### src/source/rob_pkg.sv
`default_nettype none

package rob_pkg;

  // table geometry
  localparam int rob_depth = 16;
  localparam int rob_idx_w = 4;
  localparam int rob_cnt_w = 5;

  // dram address fields
  localparam int bk_w  = 4;
  localparam int row_w = 14;
  localparam int col_w = 6;

  localparam int data_w = 64;

  // consumer side credit limit
  localparam int out_credit_max = 4;
  // wide enough to hold out_credit_max
  localparam int out_cnt_w      = 3;

  // one bank/row/column triple
  typedef struct packed {
    logic [bk_w-1:0]  bk;
    logic [row_w-1:0] row;
    logic [col_w-1:0] col;
  } rob_addr_t;

  // read request from the requester
  typedef struct packed {
    rob_addr_t addr;
  } rob_req_t;

  // read response from memory, any order
  typedef struct packed {
    rob_addr_t         addr;
    logic [data_w-1:0] data;
  } rob_resp_t;

  // winning table slot with its data
  typedef struct packed {
    logic [rob_idx_w-1:0] idx;
    logic [data_w-1:0]    data;
  } rob_match_t;

  // in-order output beat
  typedef struct packed {
    rob_addr_t         addr;
    logic [data_w-1:0] data;
  } rob_out_t;

endpackage

`default_nettype wire

### src/source/rob_tag_table.sv
`timescale 1ns/1ps
`default_nettype none

module rob_tag_table
  import rob_pkg::*;
(
  input  wire logic                            clk,
  input  wire logic                            rst,
  // request side
  input  wire logic                            i_req_valid,
  input  wire rob_req_t                        i_req,
  // from the match search
  input  wire logic                            i_match_valid,
  input  wire logic [rob_idx_w-1:0]            i_match_idx,
  // from the release unit
  input  wire logic                            i_pop,
  output rob_addr_t [rob_depth-1:0]            o_addrs,
  output logic      [rob_depth-1:0]            o_waiting,
  output logic      [rob_idx_w-1:0]            o_head_idx,
  output rob_addr_t                            o_head_addr,
  output logic                                 o_not_empty,
  output logic                                 o_req_credit
);

  rob_addr_t [rob_depth-1:0] addr_mem;
  logic [rob_depth-1:0]      waiting;
  logic [rob_idx_w-1:0]      head;
  logic [rob_idx_w-1:0]      tail;
  logic [rob_cnt_w-1:0]      count;

  // address slots, written at the tail only
  always_ff @(posedge clk) begin
    if (i_req_valid) begin
      addr_mem[tail] <= i_req.addr;
    end
  end

  // entry waits from its request until a response claims it
  always_ff @(posedge clk or posedge rst) begin
    if (rst) begin
      waiting <= '0;
    end else begin
      if (i_match_valid) begin
        waiting[i_match_idx] <= 1'b0;
      end
      if (i_req_valid) begin
        waiting[tail] <= 1'b1;
      end
    end
  end

  always_ff @(posedge clk or posedge rst) begin
    if (rst) begin
      head  <= '0;
      tail  <= '0;
      count <= '0;
    end else begin
      if (i_req_valid) begin
        tail <= tail + 1'b1;
      end
      if (i_pop) begin
        head <= head + 1'b1;
      end
      case ({i_req_valid, i_pop})
        2'b10:   count <= count + 1'b1;
        2'b01:   count <= count - 1'b1;
        default: count <= count;
      endcase
    end
  end

  // one credit back per freed slot
  always_ff @(posedge clk or posedge rst) begin
    if (rst) begin
      o_req_credit <= 1'b0;
    end else begin
      o_req_credit <= i_pop;
    end
  end

  assign o_addrs     = addr_mem;
  assign o_waiting   = waiting;
  assign o_head_idx  = head;
  assign o_head_addr = addr_mem[head];
  assign o_not_empty = (count != '0);

  // requester must hold a credit, so a full table sees no request
  a_no_req_when_full: assert property (
    @(posedge clk) disable iff (rst)
    i_req_valid |-> (count != rob_cnt_w'(rob_depth))
  );

  // release may only pop what the table holds
  a_no_pop_when_empty: assert property (
    @(posedge clk) disable iff (rst)
    i_pop |-> (count != '0)
  );

endmodule

`default_nettype wire

### src/source/rob_match_search.sv
`timescale 1ns/1ps
`default_nettype none

module rob_match_search
  import rob_pkg::*;
(
  input  wire logic                            clk,
  input  wire logic                            rst,
  input  wire logic                            i_resp_valid,
  input  wire rob_resp_t                       i_resp,
  input  wire rob_addr_t [rob_depth-1:0]       i_addrs,
  input  wire logic      [rob_depth-1:0]       i_waiting,
  input  wire logic      [rob_idx_w-1:0]       i_head_idx,
  // same-cycle hit, clears the waiting flag
  output logic                                 o_match_valid,
  output logic [rob_idx_w-1:0]                 o_match_idx,
  // registered hit for the data store
  output rob_match_t                           o_match,
  output logic                                 o_orphan
);

  logic [rob_depth-1:0] cand;
  logic [rob_idx_w-1:0] scan_idx;
  logic [rob_idx_w-1:0] pick;
  logic                 found;

  // every waiting slot holding the response address
  always_comb begin
    for (int i = 0; i < rob_depth; i++) begin
      cand[i] = i_waiting[i] && (i_addrs[i] == i_resp.addr);
    end
  end

  // walk forward from the head, first hit is the oldest request
  always_comb begin
    found    = 1'b0;
    pick     = i_head_idx;
    scan_idx = i_head_idx;
    for (int k = 0; k < rob_depth; k++) begin
      scan_idx = i_head_idx + rob_idx_w'(k);
      if (!found && cand[scan_idx]) begin
        found = 1'b1;
        pick  = scan_idx;
      end
    end
  end

  assign o_match_valid = i_resp_valid && found;
  assign o_match_idx   = pick;

  always_ff @(posedge clk) begin
    if (o_match_valid) begin
      o_match.idx  <= pick;
      o_match.data <= i_resp.data;
    end
  end

  // nothing waiting for this address, response is dropped
  always_ff @(posedge clk or posedge rst) begin
    if (rst) begin
      o_orphan <= 1'b0;
    end else begin
      o_orphan <= i_resp_valid && !found;
    end
  end

endmodule

`default_nettype wire

### src/source/rob_data_store.sv
`timescale 1ns/1ps
`default_nettype none

module rob_data_store
  import rob_pkg::*;
(
  input  wire logic                            clk,
  input  wire logic                            rst,
  // hit seen by the search this cycle
  input  wire logic                            i_match_valid,
  // registered hit, one cycle behind i_match_valid
  input  wire rob_match_t                      i_match,
  input  wire logic [rob_idx_w-1:0]            i_head_idx,
  input  wire logic                            i_pop,
  output logic [data_w-1:0]                    o_head_data,
  output logic                                 o_head_filled
);

  logic [data_w-1:0]    data_mem [rob_depth];
  logic [rob_depth-1:0] filled;
  logic                 wr_pend;

  // lines the valid up with the registered match
  always_ff @(posedge clk or posedge rst) begin
    if (rst) begin
      wr_pend <= 1'b0;
    end else begin
      wr_pend <= i_match_valid;
    end
  end

  always_ff @(posedge clk) begin
    if (wr_pend) begin
      data_mem[i_match.idx] <= i_match.data;
    end
  end

  // set by a write, cleared when the head leaves
  always_ff @(posedge clk or posedge rst) begin
    if (rst) begin
      filled <= '0;
    end else begin
      if (i_pop) begin
        filled[i_head_idx] <= 1'b0;
      end
      if (wr_pend) begin
        filled[i_match.idx] <= 1'b1;
      end
    end
  end

  assign o_head_data   = data_mem[i_head_idx];
  assign o_head_filled = filled[i_head_idx];

  // waiting flag cleared a cycle earlier, so no slot gets data twice
  a_no_double_fill: assert property (
    @(posedge clk) disable iff (rst)
    wr_pend |-> !filled[i_match.idx]
  );

endmodule

`default_nettype wire

### src/source/rob_release.sv
`timescale 1ns/1ps
`default_nettype none

module rob_release
  import rob_pkg::*;
(
  input  wire logic                            clk,
  input  wire logic                            rst,
  // head state from tag table and data store
  input  wire logic                            i_not_empty,
  input  wire logic                            i_head_filled,
  input  wire rob_addr_t                       i_head_addr,
  input  wire logic [data_w-1:0]               i_head_data,
  // one pulse per credit handed back by the consumer
  input  wire logic                            i_out_credit,
  output logic                                 o_pop,
  output logic                                 o_out_valid,
  output rob_out_t                             o_out
);

  logic [out_cnt_w-1:0] credits;
  logic                 credit_ok;

  assign credit_ok = (credits != '0);
  assign o_pop     = i_not_empty && i_head_filled && credit_ok;

  // consumer credit counter starts full after reset
  always_ff @(posedge clk or posedge rst) begin
    if (rst) begin
      credits <= out_cnt_w'(out_credit_max);
    end else begin
      case ({i_out_credit, o_pop})
        2'b10:   credits <= credits + 1'b1;
        2'b01:   credits <= credits - 1'b1;
        default: credits <= credits;
      endcase
    end
  end

  always_ff @(posedge clk or posedge rst) begin
    if (rst) begin
      o_out_valid <= 1'b0;
    end else begin
      o_out_valid <= o_pop;
    end
  end

  // output beat loaded only on a pop
  always_ff @(posedge clk) begin
    if (o_pop) begin
      o_out.addr <= i_head_addr;
      o_out.data <= i_head_data;
    end
  end

  // consumer returns no more than it was given
  a_credit_limit: assert property (
    @(posedge clk) disable iff (rst)
    credits <= out_cnt_w'(out_credit_max)
  );

endmodule

`default_nettype wire

### src/source/rob_top.sv
`timescale 1ns/1ps
`default_nettype none

module rob_top
  import rob_pkg::*;
(
  input  wire logic        clk,
  input  wire logic        rst,
  // requests, in order, credit based
  input  wire logic        i_req_valid,
  input  wire rob_req_t    i_req,
  // responses, any order, no flow control
  input  wire logic        i_resp_valid,
  input  wire rob_resp_t   i_resp,
  // consumer credit return
  input  wire logic        i_out_credit,
  output logic             o_req_credit,
  output logic             o_resp_orphan,
  output logic             o_out_valid,
  output rob_out_t         o_out
);

  rob_addr_t [rob_depth-1:0] addrs;
  logic [rob_depth-1:0]      waiting;
  logic [rob_idx_w-1:0]      head_idx;
  rob_addr_t                 head_addr;
  logic                      not_empty;
  logic                      match_valid;
  logic [rob_idx_w-1:0]      match_idx;
  rob_match_t                match;
  logic [data_w-1:0]         head_data;
  logic                      head_filled;
  logic                      pop;

  rob_tag_table u_tag_table (
    .clk           (clk),
    .rst           (rst),
    .i_req_valid   (i_req_valid),
    .i_req         (i_req),
    .i_match_valid (match_valid),
    .i_match_idx   (match_idx),
    .i_pop         (pop),
    .o_addrs       (addrs),
    .o_waiting     (waiting),
    .o_head_idx    (head_idx),
    .o_head_addr   (head_addr),
    .o_not_empty   (not_empty),
    .o_req_credit  (o_req_credit)
  );

  rob_match_search u_match_search (
    .clk           (clk),
    .rst           (rst),
    .i_resp_valid  (i_resp_valid),
    .i_resp        (i_resp),
    .i_addrs       (addrs),
    .i_waiting     (waiting),
    .i_head_idx    (head_idx),
    .o_match_valid (match_valid),
    .o_match_idx   (match_idx),
    .o_match       (match),
    .o_orphan      (o_resp_orphan)
  );

  rob_data_store u_data_store (
    .clk           (clk),
    .rst           (rst),
    .i_match_valid (match_valid),
    .i_match       (match),
    .i_head_idx    (head_idx),
    .i_pop         (pop),
    .o_head_data   (head_data),
    .o_head_filled (head_filled)
  );

  rob_release u_release (
    .clk           (clk),
    .rst           (rst),
    .i_not_empty   (not_empty),
    .i_head_filled (head_filled),
    .i_head_addr   (head_addr),
    .i_head_data   (head_data),
    .i_out_credit  (i_out_credit),
    .o_pop         (pop),
    .o_out_valid   (o_out_valid),
    .o_out         (o_out)
  );

endmodule

`default_nettype wire

### config.mk
export PLATFORM = sky130hd
export DESIGN_NAME = rob_top
export DESIGN_NICKNAME = d
export VERILOG_FILES = /design/src/source/rob_pkg.sv /design/src/source/rob_tag_table.sv /design/src/source/rob_match_search.sv /design/src/source/rob_data_store.sv /design/src/source/rob_release.sv /design/src/source/rob_top.sv
export SDC_FILE = /design/constraint.sdc
export NUM_CORES = 2
export LEC_CHECK = 0
export BUFFER_PORTS_ARGS = -buffer_cell sky130_fd_sc_hd__buf_2
export CORE_MARGIN = 2
export CORE_UTILIZATION = 55
export CTS_CLUSTER_DIAMETER = 120
export CTS_CLUSTER_SIZE = 40
export DETAILED_ROUTE_END_ITERATION = 10
export HOLD_SLACK_MARGIN = 0.06
export PLACE_DENSITY = 0.71
export SETUP_SLACK_MARGIN = 0.2
export SLEW_MARGIN = 20
export SYNTH_ARGS = -nofsm -noshare
export SYNTH_HDL_FRONTEND = slang
export SYNTH_HIERARCHICAL = 1
export SYNTH_SLANG_ARGS = --single-unit
### constraint.sdc
create_clock -name clk -period 32.1 [get_ports clk]
set_input_delay 1.605 -clock clk [delete_from_list [all_inputs] [get_ports clk]]
set_output_delay 1.605 -clock clk [all_outputs]
set_load 0.02 [all_outputs]
## Word-level counts from Yosys, hierarchy flattened

Memory sizes are Yosys's and may differ from the RTL's. A register that Yosys moved wholly into a read port is not among the register bits.
Cells that the tools add are included.

- Add/subtract/negate cells: 20
- Order comparisons: 23
- Equal/unequal tests: 20
- Muxes and demuxes: 86
- Bitwise logic cells: 6
- Reduce and logical (&&, ||, !) cells: 59

Operators by type and width:

| operator | count |
|---|---|
| $bwmux W384 | 1 |
| $eq A24 B24 Y1 | 16 |
| $bmux W24 S4 | 1 |
| $demux W24 S4 | 1 |
| $lt A4 B5 Y1 const B | 19 |
| $bmux W1 S4 | 17 |
| $mux W16 | 4 |
| $mux W4 | 15 |
| $mux W24 | 2 |
| $logic_and A1 B1 Y1 | 39 |
| $mux W1 | 39 |
| $add A4 B4 Y4 const B | 8 |
| $and A16 B16 Y16 | 2 |
| $not A16 Y16 | 2 |
| $or A16 B16 Y16 | 2 |
| $add A4 B3 Y4 const B | 4 |
| $demux W1 S4 | 4 |
| $ge A4 B1 Y1 const B | 4 |
| $logic_not A1 Y1 | 16 |
| $pmux W5 S2 | 1 |
| $add A4 B1 Y4 const B | 2 |
| $add A4 B2 Y4 const B | 2 |
| $pmux W3 S2 | 1 |
| $add A5 B1 Y5 const B | 1 |
| 8 further kinds | 11 |

- Register bits: 527
- Bits in writable memories: 1024
- Output and inout port bits: 91
- Memories kept: 1

Memory list:

| memory | words | bits a word | read ports | clocked after memory_dff | wr ports | RTL line | text |
|---|---|---|---|---|---|---|---|
| u_data_store.data_mem | 16 | 64 | 1 | 1 | 1 | rob_data_store.sv:19 | `logic [data_w-1:0] data_mem [rob_depth];` |

## Depth between registers and ports, before layout

- Depth after elaboration: 59
- Mapped depth: 23

## Modules after synthesis

Netlist, hierarchy kept.

By module, submodules not included:

| module | times used | cells an instance | area an instance (µm²) | seq. area each (µm²) |
|---|---|---|---|---|
| rob_data_store | 1 | 1652 | 39088.7 | 31174.9 |
| rob_tag_table | 1 | 735 | 15962.8 | 12281.8 |
| rob_match_search | 1 | 1223 | 10782.8 | 2067.0 |
| rob_release | 1 | 105 | 2845.2 | 2743.9 |

## Worst setup path before layout

Ideal clock, no wire load.

- Path type: input to register
- From: in i_resp[78] in the netlist's numbering
- To: reg u_tag_table.waiting[6] (netlist: u_tag_table/o_waiting[6])
- Setup time: 0.119 ns
- Data arrival time: 10.771 ns
- Required time: 31.981 ns
- Slack: 21.210 ns
- Stages: 18
- Buffers on the path: 3
- Path through: buf_6 buf_4 xnor2_1 nand4_1 nor4_2 a32oi_1 mux4_2 nand2_1 and2_1 clkbuf_1 nor2_1 nor4b_1 nand4_1 nor4_1 a21boi_0 nand3b_1 or3b_2 a21o_1

- Elaborated cells on any way between the ends: 136
- Classes of those cells: order compare: 2; eq/ne: 16; mux: 67; bitwise: 3; reduce/logical: 48

RTL lines:

| item | RTL line | text |
|---|---|---|
| start: declaration | rob_top.sv:14 | `input wire rob_resp_t i_resp,` |
| $eq A24 B24 Y1 | rob_match_search.sv:30 | `cand[i] = i_waiting[i] && (i_addrs[i] == i_resp.addr);` |
| $logic_and A1 B1 Y1 | rob_match_search.sv:30 |  |
| $bmux W1 S4 | rob_match_search.sv:41 | `if (!found && cand[scan_idx]) begin` |
| $mux W1 (not written as such) | rob_match_search.sv:41 |  |
| $mux W1 | rob_match_search.sv:41 |  |
| $logic_not A1 Y1 | rob_match_search.sv:41 |  |
| $logic_and A1 B1 Y1 | rob_match_search.sv:41 |  |
| $mux W1 | rob_match_search.sv:41 |  |
| [... 39 more ...] | - |  |
| $logic_not A1 Y1 | rob_match_search.sv:41 |  |
| $logic_and A1 B1 Y1 | rob_match_search.sv:41 |  |
| $mux W1 (*) | rob_match_search.sv:41 |  |
| $logic_and A1 B1 Y1 (*) | rob_match_search.sv:48 | `assign o_match_valid = i_resp_valid && found;` |
| named net match_valid | rob_top.sv:28 | `logic match_valid;` |
| $mux W16 (*) | rob_tag_table.sv:43 | `if (i_match_valid) begin` |
| $or A16 B16 Y16 (no line) | - |  |
| $mux W16 (*) | rob_tag_table.sv:46 | `if (i_req_valid) begin` |
| end signal: assignment | rob_tag_table.sv:41 | `waiting <= '0;` |
| end signal: indexed assignment | rob_tag_table.sv:44 | `waiting[i_match_idx] <= 1'b0;` |
| end signal: indexed assignment | rob_tag_table.sv:47 | `waiting[tail] <= 1'b1;` |
| end: declaration | rob_tag_table.sv:26 | `logic [rob_depth-1:0] waiting;` |

Mark *: on every way through the listed nets, which the timed path passes. The rest lies on a longest branch. The select of a mux whose other input is x is not followed.
A chain may end at the register's enable or synchronous reset.

## Worst setup path after layout

- From: reg u_tag_table.head[1] (netlist: u_tag_table/o_head_idx[1])
- To: reg u_match_search/o_match[14] in the netlist's numbering (enable)

- Word-level cells in the longest chain between the ends: 49
- Elaborated cells on any way between the ends: 94
- Classes of those cells: add/sub: 15; mux: 48; reduce/logical: 31

RTL lines:

| item | RTL line | text |
|---|---|---|
| start: declaration | rob_tag_table.sv:27 | `logic [rob_idx_w-1:0] head;` |
| start signal: assignment | rob_tag_table.sv:62 | `head <= head + 1'b1;` |
| parallel branches: the longest is 47 deep, another holds $add A4 B1 Y4 | - |  |
| $mux W1 (*) | rob_match_search.sv:41 |  |
| $logic_and A1 B1 Y1 (*) | rob_match_search.sv:48 |  |
| named net match_valid | rob_top.sv:28 |  |
| end: declaration | rob_match_search.sv:18 | `output rob_match_t o_match,` |

Mark *: on every way through the listed nets, which the timed path passes. The select of a mux whose other input is x is not followed.

==> impl_metrics.toml <==
[clocking]
clk_path_buf_depth = 3
numCtsBuffers = 48
cts_tree = "done"
htree_levels = 2
ctsHoldBuffers = 0
cts_resized = 0
clk_pin_slew_ns = 0.14
clock-root-buffer = "clkbuf_16"
cts_setup_buffers = 0
cts_sinks = 1616
clock_latency_ns = 0.72

[timing]
slew_violations = 0
min_period_ns = 7.263
relSlewSlack_pct = 24.59
fin_worst_skew_ns = 0.06164
finalHoldViolCount = 0
setup_tns_ns = 0
tightest_slew_ns = 1.131
max_freq_mhz = 137.7
fin_hold_ws_ns = 0.4909
rsz0062_at_grt = "false"
post-route-period-util_pct = 22.63
setup_viol = 0

[critical_path]
end_kind = "register"
cp_num_cells = 15
path_buf_inv = 5
rr_startpoint = "u_tag_table/o_head_idx[1]"
r2r_setup_slack_ns = 24.84
arrival_ns = 7.59
critPathTopFamily = "buffers and inverters"
cpMostUsedCell = "buf_4"
reg2reg_depth = 15
critPathKind = "reg -> reg"
cp_cell_sequence = "buf_4 -> buf_4 -> buf_4 -> and4_1 -> a32oi_1 -> mux4_2 -> nand2_1 -> and2_1 -> nor2_1 -> nor4b_1 -> nand4_1 -> nor4_1 -> a21boi_4 -> buf_4 -> buf_4"
start_kind = "register"
required_ns = 32.43
cp_max_fo = 63
timing.rr.end = "u_match_search/o_match[14]"
crit_slowest_cell = "dfrtp_4"
max_stage_delay_ns = 0.86

[detailed_routing]
drt-pass1-iter-count = 5
wl_per_cell_um = 37.48
drc = 0
drt_first_iter_violations = 4976
routed_via_density = 6.829
drt.antenna.violating_nets = 0
vias = 37760
routed_wl_mm = 207.3

[worst_hold_path]
worstHoldStart = "u_tag_table/count[4]"
hold_class = "reg -> reg"
hold_path_depth = 1
whs_endpoint = "u_tag_table/count[4]"

[floorplanning]
dieArea_sq_mm = 0.1277
fp.dieW_um = 357.4
start_util_pct = 55.48
io_pins = 208
coreArea_sq_mm = 0.1238
die_height_um = 357.4
rows = 129

[global_routing]
antenna_found_initial = 19
grt-ovfl-total = 0
grt_pass1_vias = 36510
grt_pass1_wl_mm = 287.9
grt_usage_pct = 32.57
grt_start_max_net_pins = 106

[layout]
multiInputGateArea_sq_mm = 0.01920
drive_gt1_share_pct = 20.96
layout.nets = 3988
n_fill_cell = 9095
seq_area_sq_mm = 0.04828
area_growth_pct = 5.930

[synthesis]
yosys-top-cells-count = "1564 x edfxtp_1, 383 x xnor2_1, 365 x mux4_2"
ys_warn_count = 6
synth_edf_count = 1564
syn-num-nets = 3849
yosys-top-cells-area = "edfxtp_1 68%, mux4_2 12%, xnor2_1 4.9%"
yosysMostFrequentCell = "edfxtp_1"
synth_top_area_cell = "edfxtp_1"
synth.distinct_cells = 89
synth-seq-cells = 1616
synth_area_sq_mm = 0.06868
ys_seq_area_share_pct = 70.28
netlist.area_leader.share_pct = 68.38
ys_async_sr_fraction_pct = 3.218
syn_inst = 3715
yosys_most_used_dff = "edfxtp_1"
syn_avg_cell_area_sq_um = 18.49

[power]
p_per_area_mw_per_mm2 = 88.44
vdd_drop_max_mv = 0.1059
total_leakage_power_nw = 22.40

[outcome]
status = "completed"

[place]
gp_congestion = 1.092
port_buffers = 207
detailedPlacementHpwl_mm = 137.0

[flow_run]
max_cap_viol_count = 0
## flip-flops by register name (all words and copies together), names as in the netlist
| signal | flops |
|---|---|
| u_data_store/wr_pend | 1 |
| u_release/credits | 3 |
| u_release/o_out_valid | 1 |
| u_tag_table/tail | 4 |
| u_tag_table/o_addrs | 384 |
| u_tag_table/o_head_idx | 4 |
| u_release/o_out | 88 |
| u_match_search/o_orphan | 1 |
| u_tag_table/o_waiting | 16 |
| u_tag_table/o_req_credit | 1 |
| u_match_search/o_match | 68 |
| u_data_store/filled | 16 |
| u_data_store/data_mem | 1024 |
| u_tag_table/count | 5 |
## area by class of cell
class	count	area share [%]
well taps	1637	2.815
flip-flops and latches	1616	66.36
inverters	22	0.1135
diodes	10	0.03440
clock inverters	8	0.1943
clock buffers	71	1.828
multi-input cells	1880	26.40
repair buffers	286	2.262
## per-layer routing
layer  track usage [%]  share of wire [%]  vias to the layer above
met5                 0             0.0087                        -
met4             16.94                6.4                        2
met3             4.255                7.9                      389
met2             52.55                 48                     2108
met1             43.89                 38                    19980
li1                  -                  -                    15290
## stage by stage
step	cell area (sq um)	setup slack [ns]	instances	util, %	total power [mW]
final	72750	24.84	5530	58.77	6.434
after global placement	71240	24.58	5441	57.55	5.542
after floorplan	68680	21.21	3715	-	4.733
after global routing	72750	24.59	5528	58.76	6.693
after CTS	72720	24.92	5520	58.74	6.457
after detailed placement	71250	24.47	5441	57.55	5.574
## how the worst max path moves through the flow
| stage | startpoint | end | slack (ns) |
|---|---|---|---|
| CTS | u_tag_table/o_head_idx[1] | u_match_search/o_match[14] | 24.92 |
| floorplan | i_resp[78] | u_tag_table/o_waiting[6] | 21.21 |
| global placement | i_resp[85] | u_match_search/o_match[10] | 24.58 |
| finish | u_tag_table/o_head_idx[1] | u_match_search/o_match[14] | 24.84 |
| detailed placement | i_resp[85] | u_match_search/o_match[13] | 24.47 |
| global route | u_tag_table/o_head_idx[1] | u_match_search/o_match[13] | 24.59 |
## report_power, final
group / switching (mW) / total, mW / leakage, nW / internal (mW)
sequential: 0.268 / 3.15 / 14.8 / 2.88
combinational: 1.51 / 2.38 / 6.87 / 0.869
clock: 0.602 / 0.906 / 0.708 / 0.304
## cells in the final DEF, fill, tap and decap left out, types with 6 or more instances in the layout
| cell | netlist | final |
|---|---|---|
| and3_1 | 9 | 9 |
| nor2b_1 | 12 | 8 |
| ha_1 | 16 | 16 |
| nand2b_1 | 27 | 27 |
| edfxtp_1 | 1564 | 1564 |
| nor3_1 | 30 | 26 |
| buf_2 | 26 | 207 |
| a22oi_1 | 166 | 166 |
| a31oi_1 | 9 | 9 |
| a32oi_1 | 15 | 15 |
| o21ai_0 | 61 | 61 |
| nor4_1 | 40 | 39 |
| clkbuf_16 | 0 | 50 |
| mux2_2 | 12 | 12 |
| inv_1 | 18 | 18 |
| diode_2 | 0 | 10 |
| nand3_1 | 53 | 53 |
| mux4_2 | 365 | 365 |
| dfrtp_1 | 51 | 49 |
| o22ai_1 | 11 | 11 |
| nand2_1 | 181 | 181 |
| buf_4 | 17 | 77 |
| nand3b_1 | 9 | 9 |
| a21oi_1 | 22 | 22 |
| a22oi_2 | 18 | 18 |
| nand4_1 | 145 | 145 |
| xor2_1 | 29 | 29 |
| mux2i_1 | 29 | 29 |
| xnor2_1 | 383 | 383 |
| a21o_1 | 6 | 6 |
| o211ai_1 | 9 | 9 |
| nor4_2 | 7 | 7 |
| nor2_4 | 0 | 13 |
| clkbuf_1 | 82 | 21 |
| and2_1 | 21 | 20 |
| nor4_4 | 9 | 10 |
| nor2_1 | 77 | 63 |
| nor3_2 | 3 | 7 |
## logic make-up after synthesis
group / after synthesis / synth area share (%)
DFF: 1616 / 70.28
muxes: 407 / 12.60
buffers and inverters: 219 / 2.028
AOI/OAI and AO/OA: 378 / 4.103
adders and majority gates: 17 / 0.3206
and+or+nand+nor: 664 / 5.363
xor gates and xnor gates: 414 / 5.301
Note: power is estimated with default switching activity, not from simulation.
